--- config.mk ---
export PLATFORM = sky130hd
export DESIGN_NAME = ooo_core
export DESIGN_NICKNAME = d
export VERILOG_FILES = /design/src/rtl/ooo_pkg.sv /design/src/rtl/regfile.sv /design/src/rtl/reorder_buffer.sv /design/src/rtl/alu_rs_unit.sv /design/src/rtl/issue_control.sv /design/src/rtl/ooo_core.sv
export VERILOG_INCLUDE_DIRS = /design/src /design/src/rtl
export SDC_FILE = /design/constraint.sdc
export NUM_CORES = 1
export LEC_CHECK = 0
export ABC_AREA = 1
export BUFFER_PORTS_ARGS = -buffer_cell sky130_fd_sc_hd__buf_2
export CORE_MARGIN = 4
export CORE_UTILIZATION = 50
export DETAILED_ROUTE_END_ITERATION = 8
export PLACE_DENSITY = 0.73
export SLEW_MARGIN = 20
export SYNTH_ARGS = -nofsm -noshare
export SYNTH_HDL_FRONTEND = slang
export SYNTH_SLANG_ARGS = --single-unit
--- constraint.sdc ---
create_clock -name clk -period 6.1 [get_ports clk]
set_clock_uncertainty 0.2 [all_clocks]
set_input_delay 0.915 -clock clk [delete_from_list [all_inputs] [get_ports clk]]
set_output_delay 0.915 -clock clk [all_outputs]
set_load 0.01 [all_outputs]
--- src/rtl/ooo_defs.svh ---
`ifndef OOO_DEFS_SVH
`define OOO_DEFS_SVH

// Datapath and structure sizes
`define OOO_WORD_W 16
`define OOO_NUM_REGS 8
`define OOO_ROB_DEPTH 8
`define OOO_RS_COUNT 3

// LC-3b opcode field values
`define OOO_OP_ADD 4'd1
`define OOO_OP_AND 4'd5
`define OOO_OP_NOT 4'd9

`endif

--- src/rtl/ooo_pkg.sv ---
`include "ooo_defs.svh"

package ooo_pkg;

	typedef logic [`OOO_WORD_W-1:0] word_t;
	typedef logic [15:0] instr_t;

	// Architectural register number
	typedef logic [$clog2(`OOO_NUM_REGS)-1:0] reg_idx_t;

	// ROB slot, also used as the rename tag
	typedef logic [$clog2(`OOO_ROB_DEPTH)-1:0] rob_tag_t;

	typedef logic [3:0] opcode_t;
	typedef logic [$clog2(`OOO_RS_COUNT)-1:0] rs_id_t;

endpackage

--- src/rtl/regfile.sv ---
`include "ooo_defs.svh"

module regfile (
	input logic clk,
	input logic reset,
	input ooo_pkg::reg_idx_t sr1,
	input ooo_pkg::reg_idx_t sr2,
	input ooo_pkg::reg_idx_t dest,
	input logic rename_we,
	input ooo_pkg::rob_tag_t alloc_tag,
	input logic commit_valid,
	input ooo_pkg::reg_idx_t commit_dest,
	input ooo_pkg::rob_tag_t commit_tag,
	input ooo_pkg::word_t commit_value,
	output ooo_pkg::word_t sr1_value,
	output ooo_pkg::word_t sr2_value,
	output logic sr1_busy,
	output logic sr2_busy,
	output ooo_pkg::rob_tag_t sr1_tag,
	output ooo_pkg::rob_tag_t sr2_tag
);
	import ooo_pkg::*;

	word_t reg_value [`OOO_NUM_REGS];
	logic [`OOO_NUM_REGS-1:0] reg_busy;
	rob_tag_t reg_tag [`OOO_NUM_REGS];

	always_ff @(posedge clk)
	begin
		if (reset)
		begin
			for (int i = 0; i < `OOO_NUM_REGS; i++)
			begin
				reg_value[i] <= '0;
				reg_busy[i] <= 1'b0;
				reg_tag[i] <= '0;
			end
		end
		else
		begin
			if (commit_valid)
			begin
				reg_value[commit_dest] <= commit_value;
				// A younger rename keeps the register pending
				if (reg_tag[commit_dest] == commit_tag)
					reg_busy[commit_dest] <= 1'b0;
			end
			// Placed last so rename wins over a commit to the same register
			if (rename_we)
			begin
				reg_busy[dest] <= 1'b1;
				reg_tag[dest] <= alloc_tag;
			end
		end
	end

	assign sr1_value = reg_value[sr1];
	assign sr2_value = reg_value[sr2];
	assign sr1_busy = reg_busy[sr1];
	assign sr2_busy = reg_busy[sr2];
	assign sr1_tag = reg_tag[sr1];
	assign sr2_tag = reg_tag[sr2];

endmodule

--- src/rtl/reorder_buffer.sv ---
`include "ooo_defs.svh"

module reorder_buffer (
	input logic clk,
	input logic reset,
	input logic rob_alloc,
	input ooo_pkg::reg_idx_t alloc_dest,
	input logic cdb_valid,
	input ooo_pkg::rob_tag_t cdb_tag,
	input ooo_pkg::word_t cdb_value,
	input ooo_pkg::rob_tag_t sr1_tag,
	input ooo_pkg::rob_tag_t sr2_tag,
	output logic sr1_done,
	output logic sr2_done,
	output ooo_pkg::word_t sr1_value,
	output ooo_pkg::word_t sr2_value,
	output ooo_pkg::rob_tag_t rob_tail,
	output logic rob_full,
	output logic commit_valid,
	output ooo_pkg::reg_idx_t commit_dest,
	output ooo_pkg::word_t commit_value,
	output ooo_pkg::rob_tag_t commit_tag
);
	import ooo_pkg::*;

	localparam int COUNT_W = $clog2(`OOO_ROB_DEPTH + 1);

	reg_idx_t entry_dest [`OOO_ROB_DEPTH];
	word_t entry_value [`OOO_ROB_DEPTH];
	logic [`OOO_ROB_DEPTH-1:0] entry_done;
	rob_tag_t head;
	logic [COUNT_W-1:0] count;

	// Wraps correctly for depths that are not a power of two
	function automatic rob_tag_t next_tag(input rob_tag_t tag);
		if (tag == rob_tag_t'(`OOO_ROB_DEPTH - 1))
			return '0;
		return tag + 1'b1;
	endfunction

	assign rob_full = (count == COUNT_W'(`OOO_ROB_DEPTH));

	// Head retires as soon as its result has been written back
	assign commit_valid = (count != '0) && entry_done[head];
	assign commit_dest = entry_dest[head];
	assign commit_value = entry_value[head];
	assign commit_tag = head;

	always_ff @(posedge clk)
	begin
		if (reset)
		begin
			head <= '0;
			rob_tail <= '0;
			count <= '0;
			entry_done <= '0;
		end
		else
		begin
			if (cdb_valid)
				entry_done[cdb_tag] <= 1'b1;
			if (rob_alloc)
			begin
				entry_done[rob_tail] <= 1'b0;
				rob_tail <= next_tag(rob_tail);
			end
			if (commit_valid)
				head <= next_tag(head);
			count <= count + COUNT_W'(rob_alloc) - COUNT_W'(commit_valid);
		end
	end

	always_ff @(posedge clk)
	begin
		if (rob_alloc)
			entry_dest[rob_tail] <= alloc_dest;
		if (cdb_valid)
			entry_value[cdb_tag] <= cdb_value;
	end

	// Source lookups for renamed operands
	assign sr1_done = entry_done[sr1_tag];
	assign sr2_done = entry_done[sr2_tag];
	assign sr1_value = entry_value[sr1_tag];
	assign sr2_value = entry_value[sr2_tag];

endmodule

--- src/rtl/alu_rs_unit.sv ---
`include "ooo_defs.svh"

module alu_rs_unit (
	input logic clk,
	input logic reset,
	input logic rs_alloc,
	input ooo_pkg::opcode_t rs_op,
	input ooo_pkg::word_t vj,
	input ooo_pkg::word_t vk,
	input logic vj_ok,
	input logic vk_ok,
	input ooo_pkg::rob_tag_t qj,
	input ooo_pkg::rob_tag_t qk,
	input ooo_pkg::rob_tag_t rs_dest,
	output logic rs_free,
	output logic cdb_valid,
	output ooo_pkg::rob_tag_t cdb_tag,
	output ooo_pkg::word_t cdb_value
);
	import ooo_pkg::*;

	opcode_t st_op [`OOO_RS_COUNT];
	word_t st_vj [`OOO_RS_COUNT];
	word_t st_vk [`OOO_RS_COUNT];
	rob_tag_t st_qj [`OOO_RS_COUNT];
	rob_tag_t st_qk [`OOO_RS_COUNT];
	rob_tag_t st_dest [`OOO_RS_COUNT];
	logic [`OOO_RS_COUNT-1:0] st_busy;
	logic [`OOO_RS_COUNT-1:0] st_vj_ok;
	logic [`OOO_RS_COUNT-1:0] st_vk_ok;
	logic [`OOO_RS_COUNT-1:0] st_ready;
	logic [`OOO_RS_COUNT-1:0] snoop_j;
	logic [`OOO_RS_COUNT-1:0] snoop_k;
	rs_id_t alloc_id;
	rs_id_t issue_id;
	logic issue_go;
	word_t alu_result;

	assign rs_free = ~&st_busy;
	assign st_ready = st_busy & st_vj_ok & st_vk_ok;
	assign issue_go = |st_ready;

	// Lowest idle slot for allocation, lowest ready slot for dispatch
	always_comb
	begin
		alloc_id = '0;
		issue_id = '0;
		for (int i = `OOO_RS_COUNT - 1; i >= 0; i--)
		begin
			if (!st_busy[i])
				alloc_id = rs_id_t'(i);
			if (st_ready[i])
				issue_id = rs_id_t'(i);
		end
	end

	// Waiting operands watch the bus, our own broadcast included
	always_comb
	begin
		for (int i = 0; i < `OOO_RS_COUNT; i++)
		begin
			snoop_j[i] = cdb_valid && st_busy[i] && !st_vj_ok[i] && (st_qj[i] == cdb_tag);
			snoop_k[i] = cdb_valid && st_busy[i] && !st_vk_ok[i] && (st_qk[i] == cdb_tag);
		end
	end

	always_comb
	begin
		case (st_op[issue_id])
			`OOO_OP_ADD: alu_result = st_vj[issue_id] + st_vk[issue_id];
			`OOO_OP_AND: alu_result = st_vj[issue_id] & st_vk[issue_id];
			// NOT comes with an all-ones second operand
			`OOO_OP_NOT: alu_result = st_vj[issue_id] ^ st_vk[issue_id];
			default: alu_result = '0;
		endcase
	end

	always_ff @(posedge clk)
	begin
		if (reset)
		begin
			st_busy <= '0;
			st_vj_ok <= '0;
			st_vk_ok <= '0;
			cdb_valid <= 1'b0;
		end
		else
		begin
			st_vj_ok <= st_vj_ok | snoop_j;
			st_vk_ok <= st_vk_ok | snoop_k;
			if (rs_alloc)
			begin
				st_busy[alloc_id] <= 1'b1;
				st_vj_ok[alloc_id] <= vj_ok;
				st_vk_ok[alloc_id] <= vk_ok;
			end
			if (issue_go)
				st_busy[issue_id] <= 1'b0;
			cdb_valid <= issue_go;
		end
	end

	always_ff @(posedge clk)
	begin
		for (int i = 0; i < `OOO_RS_COUNT; i++)
		begin
			if (snoop_j[i])
				st_vj[i] <= cdb_value;
			if (snoop_k[i])
				st_vk[i] <= cdb_value;
		end
		if (rs_alloc)
		begin
			st_op[alloc_id] <= rs_op;
			st_vj[alloc_id] <= vj;
			st_vk[alloc_id] <= vk;
			st_qj[alloc_id] <= qj;
			st_qk[alloc_id] <= qk;
			st_dest[alloc_id] <= rs_dest;
		end
		if (issue_go)
		begin
			cdb_tag <= st_dest[issue_id];
			cdb_value <= alu_result;
		end
	end

endmodule

--- src/rtl/issue_control.sv ---
`include "ooo_defs.svh"

module issue_control (
	input ooo_pkg::instr_t instr,
	input logic instr_valid,
	input ooo_pkg::word_t rf_sr1_value,
	input ooo_pkg::word_t rf_sr2_value,
	input logic rf_sr1_busy,
	input logic rf_sr2_busy,
	input ooo_pkg::rob_tag_t rf_sr1_tag,
	input ooo_pkg::rob_tag_t rf_sr2_tag,
	input logic rob_sr1_done,
	input logic rob_sr2_done,
	input ooo_pkg::word_t rob_sr1_value,
	input ooo_pkg::word_t rob_sr2_value,
	input logic cdb_valid,
	input ooo_pkg::rob_tag_t cdb_tag,
	input ooo_pkg::word_t cdb_value,
	input logic rob_full,
	input logic rs_free,
	input ooo_pkg::rob_tag_t rob_tail,
	output ooo_pkg::reg_idx_t sr1,
	output ooo_pkg::reg_idx_t sr2,
	output ooo_pkg::reg_idx_t dest,
	output ooo_pkg::rob_tag_t sr1_tag,
	output ooo_pkg::rob_tag_t sr2_tag,
	output logic rename_we,
	output logic rob_alloc,
	output logic rs_alloc,
	output ooo_pkg::opcode_t rs_op,
	output ooo_pkg::word_t vj,
	output ooo_pkg::word_t vk,
	output logic vj_ok,
	output logic vk_ok,
	output ooo_pkg::rob_tag_t qj,
	output ooo_pkg::rob_tag_t qk,
	output ooo_pkg::rob_tag_t rs_dest,
	output logic stall
);
	import ooo_pkg::*;

	word_t imm_value;
	logic issue_fire;

	// LC-3b field layout
	assign rs_op = instr[15:12];
	assign dest = instr[11:9];
	assign sr1 = instr[8:6];
	assign sr2 = instr[2:0];
	assign imm_value = {{(`OOO_WORD_W - 5){instr[4]}}, instr[4:0]};

	// The ROB reads the entries the register file points at
	assign sr1_tag = rf_sr1_tag;
	assign sr2_tag = rf_sr2_tag;

	// Operand priority is register file, then ROB, then the live bus
	always_comb
	begin
		vj = rf_sr1_value;
		vj_ok = 1'b1;
		qj = rf_sr1_tag;
		if (rf_sr1_busy)
		begin
			if (rob_sr1_done)
				vj = rob_sr1_value;
			else if (cdb_valid && cdb_tag == rf_sr1_tag)
				vj = cdb_value;
			else
				vj_ok = 1'b0;
		end
	end

	always_comb
	begin
		vk = rf_sr2_value;
		vk_ok = 1'b1;
		qk = rf_sr2_tag;
		if (rs_op == `OOO_OP_NOT)
			vk = '1;
		else if (instr[5])
			vk = imm_value;
		else if (rf_sr2_busy)
		begin
			if (rob_sr2_done)
				vk = rob_sr2_value;
			else if (cdb_valid && cdb_tag == rf_sr2_tag)
				vk = cdb_value;
			else
				vk_ok = 1'b0;
		end
	end

	assign stall = rob_full | ~rs_free;
	assign issue_fire = instr_valid & ~stall;

	// One strobe per structure, all raised together
	assign rename_we = issue_fire;
	assign rob_alloc = issue_fire;
	assign rs_alloc = issue_fire;
	assign rs_dest = rob_tail;

endmodule

--- src/rtl/ooo_core.sv ---
module ooo_core (
	input logic clk,
	input logic reset,
	input ooo_pkg::instr_t instr,
	input logic instr_valid,
	output logic stall,
	output logic commit_valid,
	output ooo_pkg::reg_idx_t commit_dest,
	output ooo_pkg::word_t commit_value
);
	import ooo_pkg::*;

	// Issue to register file and ROB
	reg_idx_t sr1;
	reg_idx_t sr2;
	reg_idx_t dest;
	rob_tag_t sr1_tag;
	rob_tag_t sr2_tag;
	logic rename_we;
	logic rob_alloc;

	// Lookup responses
	word_t rf_sr1_value;
	word_t rf_sr2_value;
	logic rf_sr1_busy;
	logic rf_sr2_busy;
	rob_tag_t rf_sr1_tag;
	rob_tag_t rf_sr2_tag;
	logic rob_sr1_done;
	logic rob_sr2_done;
	word_t rob_sr1_value;
	word_t rob_sr2_value;
	rob_tag_t rob_tail;
	logic rob_full;

	// Issue to stations
	logic rs_alloc;
	opcode_t rs_op;
	word_t vj;
	word_t vk;
	logic vj_ok;
	logic vk_ok;
	rob_tag_t qj;
	rob_tag_t qk;
	rob_tag_t rs_dest;
	logic rs_free;

	// Common data bus and commit
	logic cdb_valid;
	rob_tag_t cdb_tag;
	word_t cdb_value;
	rob_tag_t commit_tag;

	issue_control issue_i (
		.instr, .instr_valid,
		.rf_sr1_value, .rf_sr2_value, .rf_sr1_busy, .rf_sr2_busy,
		.rf_sr1_tag, .rf_sr2_tag,
		.rob_sr1_done, .rob_sr2_done, .rob_sr1_value, .rob_sr2_value,
		.cdb_valid, .cdb_tag, .cdb_value,
		.rob_full, .rs_free, .rob_tail,
		.sr1, .sr2, .dest, .sr1_tag, .sr2_tag,
		.rename_we, .rob_alloc, .rs_alloc,
		.rs_op, .vj, .vk, .vj_ok, .vk_ok, .qj, .qk, .rs_dest,
		.stall
	);

	regfile regfile_i (
		.clk, .reset,
		.sr1, .sr2, .dest,
		.rename_we, .alloc_tag(rob_tail),
		.commit_valid, .commit_dest, .commit_tag, .commit_value,
		.sr1_value(rf_sr1_value), .sr2_value(rf_sr2_value),
		.sr1_busy(rf_sr1_busy), .sr2_busy(rf_sr2_busy),
		.sr1_tag(rf_sr1_tag), .sr2_tag(rf_sr2_tag)
	);

	reorder_buffer rob_i (
		.clk, .reset,
		.rob_alloc, .alloc_dest(dest),
		.cdb_valid, .cdb_tag, .cdb_value,
		.sr1_tag, .sr2_tag,
		.sr1_done(rob_sr1_done), .sr2_done(rob_sr2_done),
		.sr1_value(rob_sr1_value), .sr2_value(rob_sr2_value),
		.rob_tail, .rob_full,
		.commit_valid, .commit_dest, .commit_value, .commit_tag
	);

	alu_rs_unit rs_i (
		.clk, .reset,
		.rs_alloc, .rs_op, .vj, .vk, .vj_ok, .vk_ok, .qj, .qk, .rs_dest,
		.rs_free,
		.cdb_valid, .cdb_tag, .cdb_value
	);

endmodule

# [Yosys cells after proc, flatten, opt, wreduce, memory -nomap -nowiden]
# Memories as Yosys holds them, arrays and structs flattened. A register that Yosys moved wholly into a read port is not among the register bits.
# Cells that the tools add are included.
[classes] bitwise=18 magnitude_cmp=17 n_eq_ne=16 mux=102 n_reduce_logical=35 n_addsub=5
[op_table] op="$mux 16" n=9
[op_table] op="$mux 8" n=7
[op_table] op="$mux 1" n=50
[op_table] op="$mux 3" n=16
[op_table] op="$pmux 16 s3" n=1
[op_table] op="$lt 3x4->1 const B" n=9
[op_table] op="$eq 3x3->1" n=9
[op_table] op="$logic_and 1x1->1" n=24
[op_table] op="$add 16x16->16" n=1
[op_table] op="$and 16x16->16" n=1
[op_table] op="$and 8x8->8" n=2
[op_table] op="$not 8->8" n=2
[op_table] op="$or 8x8->8" n=2
[op_table] op="$reduce_or 16->1" n=1
[op_table] op="$xor 16x16->16" n=1
[op_table] op="$bmux 1 s3" n=5
[op_table] op="$demux 1 s3" n=4
[op_table] op="$eq 4x4->1 const B" n=3
[op_table] op="$ge 3x1->1 const B" n=4
[op_table] op="$mux 2" n=6
[op_table] op="$and 3x3->3" n=3
[op_table] op="$or 3x3->3" n=3
[op_table] op="$add 3x1->3 const B" n=2
[op_table] op="$bwmux 3" n=2
[op_table] op="other kinds (16)" n=26
[totals] inputBits=19 out_inout_bits=21 elab_cells=213 ramBits=439 regBits=52 memories=10
[memory_table] memory="regfile_i.reg_value" depth=8 width=16 rd=2 rd_ports_with_merged_regs=0 write_ports=8 line="regfile.sv:24" source="word_t reg_value [`OOO_NUM_REGS];"
[memory_table] memory="rob_i.entry_value" depth=8 width=16 rd=3 rd_ports_with_merged_regs=1 write_ports=1 line="reorder_buffer.sv:29" source="word_t entry_value [`OOO_ROB_DEPTH];"
[memory_table] memory="rs_i.st_vj" depth=3 width=16 rd=1 rd_ports_with_merged_regs=0 write_ports=4 line="alu_rs_unit.sv:23" source="word_t st_vj [`OOO_RS_COUNT];"
[memory_table] memory="rs_i.st_vk" depth=3 width=16 rd=1 rd_ports_with_merged_regs=0 write_ports=4 line="alu_rs_unit.sv:24" source="word_t st_vk [`OOO_RS_COUNT];"
[memory_table] memory="regfile_i.reg_tag" depth=8 width=3 rd=3 rd_ports_with_merged_regs=0 write_ports=8 line="regfile.sv:26" source="rob_tag_t reg_tag [`OOO_NUM_REGS];"
[memory_table] memory="rob_i.entry_dest" depth=8 width=3 rd=1 rd_ports_with_merged_regs=1 write_ports=1 line="reorder_buffer.sv:28" source="reg_idx_t entry_dest [`OOO_ROB_DEPTH];"
[memory_table] memory="+4 memories"

# [Longest topological paths before layout]
[logic_depth] word_depth=12 depth_mapped=25

# [Hierarchy]
# Synthesis repeated with hierarchy kept, for this count alone.
[unflattened] cells_unflattened=3329 area_unflattened_um2=28280.9
[by_module_without_submodules] mod="reorder_buffer" area_each_um2=9178.8 seq_area_each_um2=4984.8 cells_each=1030 instances=1
[by_module_without_submodules] mod="regfile" area_each_um2=8998.6 seq_area_each_um2=4724.5 cells_each=1079 instances=1
[by_module_without_submodules] mod="alu_rs_unit" area_each_um2=8324.2 seq_area_each_um2=4824.6 cells_each=854 instances=1
[by_module_without_submodules] mod="issue_control" area_each_um2=1779.2 seq_area_each_um2=0.0 cells_each=366 instances=1

# [Worst setup path before layout]
# OpenSTA, ideal clock, no wires.
[synth_timing] path_kind="flip-flop to flip-flop" from="reg rs_i.st_busy[1]" to="reg rs_i.cdb_value[14] (data pin)" synth_period_minus_slack_ns=3.384 setup_slack_ns=2.716 path_stages_with_launch=26 path_buffers=1 arrival_time_ns=2.925 cell_sequence="dfxtp_1 > nand3_1 > clkinv_1 > nor2_1 > nand2_2 > nand2_2 > inv_1 > clkbuf_1 > nand2_1 > nand2_1 > ha_1 > fa_1 > a21oi_1 > o21ai_0 > nand2_1 > nand2_1 > nand2_1 > nand3_1 > o21ai_0 > inv_1 > nand2_1 > nand2_1 > nor2_1 > nor2_1 > nand2_1 > nand3_1"
[synth_between] elab_chain_cells=7 word_cells_on_any_way=14
[synth_rtl] element="start: declaration" line="alu_rs_unit.sv:28" source="logic [`OOO_RS_COUNT-1:0] st_busy;"
[synth_rtl] element="start signal: assignment" line="alu_rs_unit.sv:82" source="st_busy <= '0;"
[synth_rtl] element="start signal: indexed assignment" line="alu_rs_unit.sv:93" source="st_busy[alloc_id] <= 1'b1;"
[synth_rtl] element="start signal: indexed assignment" line="alu_rs_unit.sv:98" source="st_busy[issue_id] <= 1'b0;"
[synth_rtl] element="$and 3x3->3 (*) (2 in a row)" line="alu_rs_unit.sv:40" source="assign st_ready = st_busy & st_vj_ok & st_vk_ok;"
[synth_rtl] element="$mux 2 (*) (2 in a row)" line="alu_rs_unit.sv:52" source="if (st_ready[i])"
[synth_rtl] element="$mem_v2 3x16, or another cell as far along"
[synth_rtl] element="$add 16x16->16, or another cell as far along" line="alu_rs_unit.sv:70" source="`OOO_OP_ADD: alu_result = st_vj[issue_id] + st_vk[issue_id];"
[synth_rtl] element="$pmux 16 s3 (*)" line="alu_rs_unit.sv:69" source="case (st_op[issue_id])"
[synth_rtl] element="via rs_i.alu_result[14]" line="alu_rs_unit.sv:37" source="word_t alu_result;"
[synth_rtl] element="end signal: assignment" line="alu_rs_unit.sv:124" source="cdb_value <= alu_result;"
[synth_rtl] element="end: declaration" line="alu_rs_unit.sv:18" source="output ooo_pkg::word_t cdb_value"
# The timed path passes the listed nets; every way through them passes the cells marked *.
# A chain may end at the register's enable or synchronous reset.

==> metrics.csv <==
stage,metric,value,unit
power_and_ir_drop,power_frac_clock,35.8,%
synthesis,syn_area,28900,µm²
clock_tree,cts_tree,done,
worst_setup_path,worstPathCellList,"inv_2, buf_4, a21oi_1, o21ai_0, nand2_1, inv_1, o21ai_0, buf_2",
sta,tightestPinTransition,1.21,ns
clock_tree,clkTransAtPathRegs,0.06,ns
clock_tree,ctsHoldBuffers,0,
sta,rsz0062_at_grt,no,
finish,layout_commonest_cell,nand2_1,
synthesis,ys_types,47,
sta,setup_viol,0,
worst_setup_path,worstSetupPathType,reg2out,
synthesis,syn_nets,3686,
synthesis,synth_edf_count,458,
global_route,grt_usage,29.8,%
synthesis,synth.ff_latch_count,497,
flow_run,drv_cap,0,
global_route,grt-ovfl-total,0,
worst_setup_path,cp_common_cell,o21ai_0,
clock_tree,postCtsResizedCells,0,
drt,routed_via_density,5.93,
worst_setup_path,max_stage_delay,0.92,ns
sta,setup_tns,0,ns
drt,vias,26000,
drt,drtIter0Drc,4036,
power_and_ir_drop,switchingPower,2860,µW
place,placed_cells,4278,
floorplanning,ios,40,
power_and_ir_drop,comb_power_share,20.1,%
clock_tree,clock_latency,0.63,ns
finish,stdcell_count,4380,
synthesis,ys.flop_type,edfxtp_1,
clock_tree,htreeDepth,2,
floorplanning,coreArea,56800,µm²
worst_setup_path,crit_path_top_delay_cell,o21ai_0,
global_route,grt_max_degree,88,
power_and_ir_drop,internal_power,6330,µW
finish,diodes,0,
floorplanning,num_rows,87,
power_and_ir_drop,ir_worst_vdd,275,µV
floorplanning,die_h,249,µm
drt,dr.pass1.iters,8,
sta,finalCritPeriodShare,82.4,%
drt,drtAntennaViolNets,0,
worst_setup_path,worstSetupStartpointType,flip-flop,
global_route,grt_pass1_wl,144000,µm
global_route,grt_pass1_vias,23900,
sta,period_needed,5.03,ns
place,port_buffers,39,
synthesis,synthArstFlopShare,0,%
clock_tree,clkSinkCount,497,
sta,maxSlewViolCount,0,
synthesis,avgSynthCellArea,7.95,µm²
floorplanning,start_util,50.9,%
finish,final_cell_mix,"nand2_1 (1115), edfxtp_1 (458), nand3_1 (409)",
finish,area_delta_synth_final,7.62,%
clock_tree,cts_buffers,55,
worst_setup_path,crit_fanout,42,
power_and_ir_drop,leakage,0.0133,µW
power_and_ir_drop,p_per_area,295,nW/µm²
sta,max_freq,0.199,GHz
global_route,grt_antenna_before_repair,2,
synthesis,yosysWarningCount,0,
synthesis,synthCells,3639,
power_and_ir_drop,p_sw_share,31.1,%
worst_setup_path,crit_arrival,3.91,ns
min_path,holdCritPathClass,in2reg,
worst_setup_path,critPathRequiredTime,4.98,ns
finish,nNetsFinal,3626,
synthesis,synth_seq_area_share,50.2,%
drt,post_drt_wl_per_cell,21.8,µm
finish,final_core_util,54.8,%
place,dp_hpwl,61500,µm
clock_tree,clock_path_buffers,3,
outcome,outcome,"complete, no violations",
drt,wl,95600,µm
drt,drc,0,
sta,slew_headroom,18.3,%
place,gp_congestion,0.988,
finish,drive_above_1_share,7.89,%
power_and_ir_drop,p_seq_share,44.0,%
sta,hold_violations,0,
finish,fillCellCount,5230,
worst_setup_path,critPathCaptureType,output pin,
floorplanning,dieWidth,249,µm
clock_tree,root_buffer,clkbuf_16,
sta,whs,0.332,ns
clock_tree,post_cts_buffers,0,
floorplanning,fp.dieArea,61800,µm²
-- cells in the mapped netlist, types with 3 or more instances --
master    number  area share [%]
buf_6         23            0.90
buf_1         17            0.22
nand2_4        6            0.23
clkbuf_1      79             1.0
a22oi_1        3           0.078
nand3_1      410             7.1
o21ai_1       61             1.1
buf_2         59             1.0
nor2_4         3            0.12
inv_2         18            0.23
nand3_2       19            0.66
o21ai_0      281             4.9
nand2_1     1115              14
nand2_2       35            0.76
dfxtp_1       39             2.7
xnor2_1       14            0.42
xor2_1         7            0.21
nor2_1       344             4.5
nor4_2         4            0.17
o211ai_1      14            0.36
nor2_2         9            0.19
a211oi_1       5            0.13
inv_1        298             3.9
nor3_1         8            0.14
nand4_1       10            0.22
a21oi_1      172             3.0
a31oi_1       17            0.37
o22ai_1       28            0.61
ha_1          26             1.1
buf_4         22            0.57
clkinv_1       8            0.10
edfxtp_1     458              48
or2_2          4           0.086
-- layer usage --
layer | track usage [%] | part of all wire, % | vias to the layer above | routed length, µm
met3 | 6.46 | 13 | 306 | 12700
li1 | - | - | 12000 | -
met5 | 0 | 0.014 | - | 13
met1 | 40.4 | 38 | 11800 | 35900
met2 | 44.1 | 42 | 1778 | 40600
met4 | 17.9 | 6.7 | 2 | 6450
-- cell type report --
| type | count | area [µm²] | share of cell area (%) |
|---|---|---|---|
| Clock buffer | 72 | 1490 | 4.79 |
| Clock inverter | 30 | 258 | 0.828 |
| Inverter | 325 | 1220 | 3.93 |
| Multi-Input combinational cell | 2617 | 12100 | 39.0 |
| Sequential cell | 497 | 14500 | 46.7 |
| Tap cell | 756 | 946 | 3.04 |
| Timing Repair Buffer | 83 | 543 | 1.74 |
-- through the flow --
step / setup slack [ns] / instance area (µm²) / total power [µW]
2_1_floorplan: 2.72 / 28900 / 5340
3_3_place_gp: 1.27 / 29400 / 5870
3_5_place_dp: 1.25 / 29400 / 5900
4_1_cts: 1.06 / 31100 / 9130
5_1_grt: 0.996 / 31100 / 9520
6_report: 1.07 / 31100 / 9180
-- power groups by stage --
stage	Clock, µW	Sequential (µW)	Combinational, µW
6_report	3290	4040	1850
3_5_place_dp	0	4110	1790
2_1_floorplan	0	4070	1280
4_1_cts	3300	4040	1800
3_3_place_gp	0	4110	1770
5_1_grt	3440	4060	2020
-- registers in the layout, indices dropped and copies added, names as in the netlist, named ones only --
name                 cells
rob_i.rob_tail           3
rs_i.st_vj              48
rob_i.entry_dest        24
regfile_i.reg_tag       24
rs_i.cdb_tag             3
rob_i.count              4
rob_i.entry_done         8
rs_i.st_qj               9
rs_i.st_vj_ok            3
rs_i.st_qk               9
rs_i.st_dest             9
rs_i.cdb_valid           1
rs_i.st_op              12
rob_i.commit_tag         3
rs_i.st_busy             3
regfile_i.reg_busy       8
rob_i.entry_value      128
rs_i.cdb_value          16
rs_i.st_vk              48
regfile_i.reg_value    128
rs_i.st_vk_ok            3
-- cells by family after synthesis --
group | count (synthesis) | synth area share (%)
fa+ha+maj | 28 | 1.26
simple gates | 1973 | 28.9
flops | 497 | 50.2
xor+xnor | 21 | 0.636
buf+inv | 525 | 7.96
compound gates | 595 | 11.0
-- worst max-delay path: cells and delay by family (launching register included) --
kind / cells / cell delay [ns]
buffers and inverters: 4 / 1.21
AO/OA/AOI/OAI: 3 / 1.19
AND/OR/NAND/NOR: 1 / 0.08
flip-flops: 1 / 0.78
-- final timing paths --
path | startpoint | to | slack [ns] | depth (start not counted)
max | flip-flop | commit_value[9] | 1.07 | 8
min | instr[15] | rs_i.st_op[1][3] | 0.33 | 1
max reg2reg | flip-flop | regfile_i.reg_value[1][12] | 1.60 | 8
min reg2reg | regfile_i.reg_busy[1] | regfile_i.reg_busy[1] | 0.34 | 4
Power figures use the tool's default switching activity.
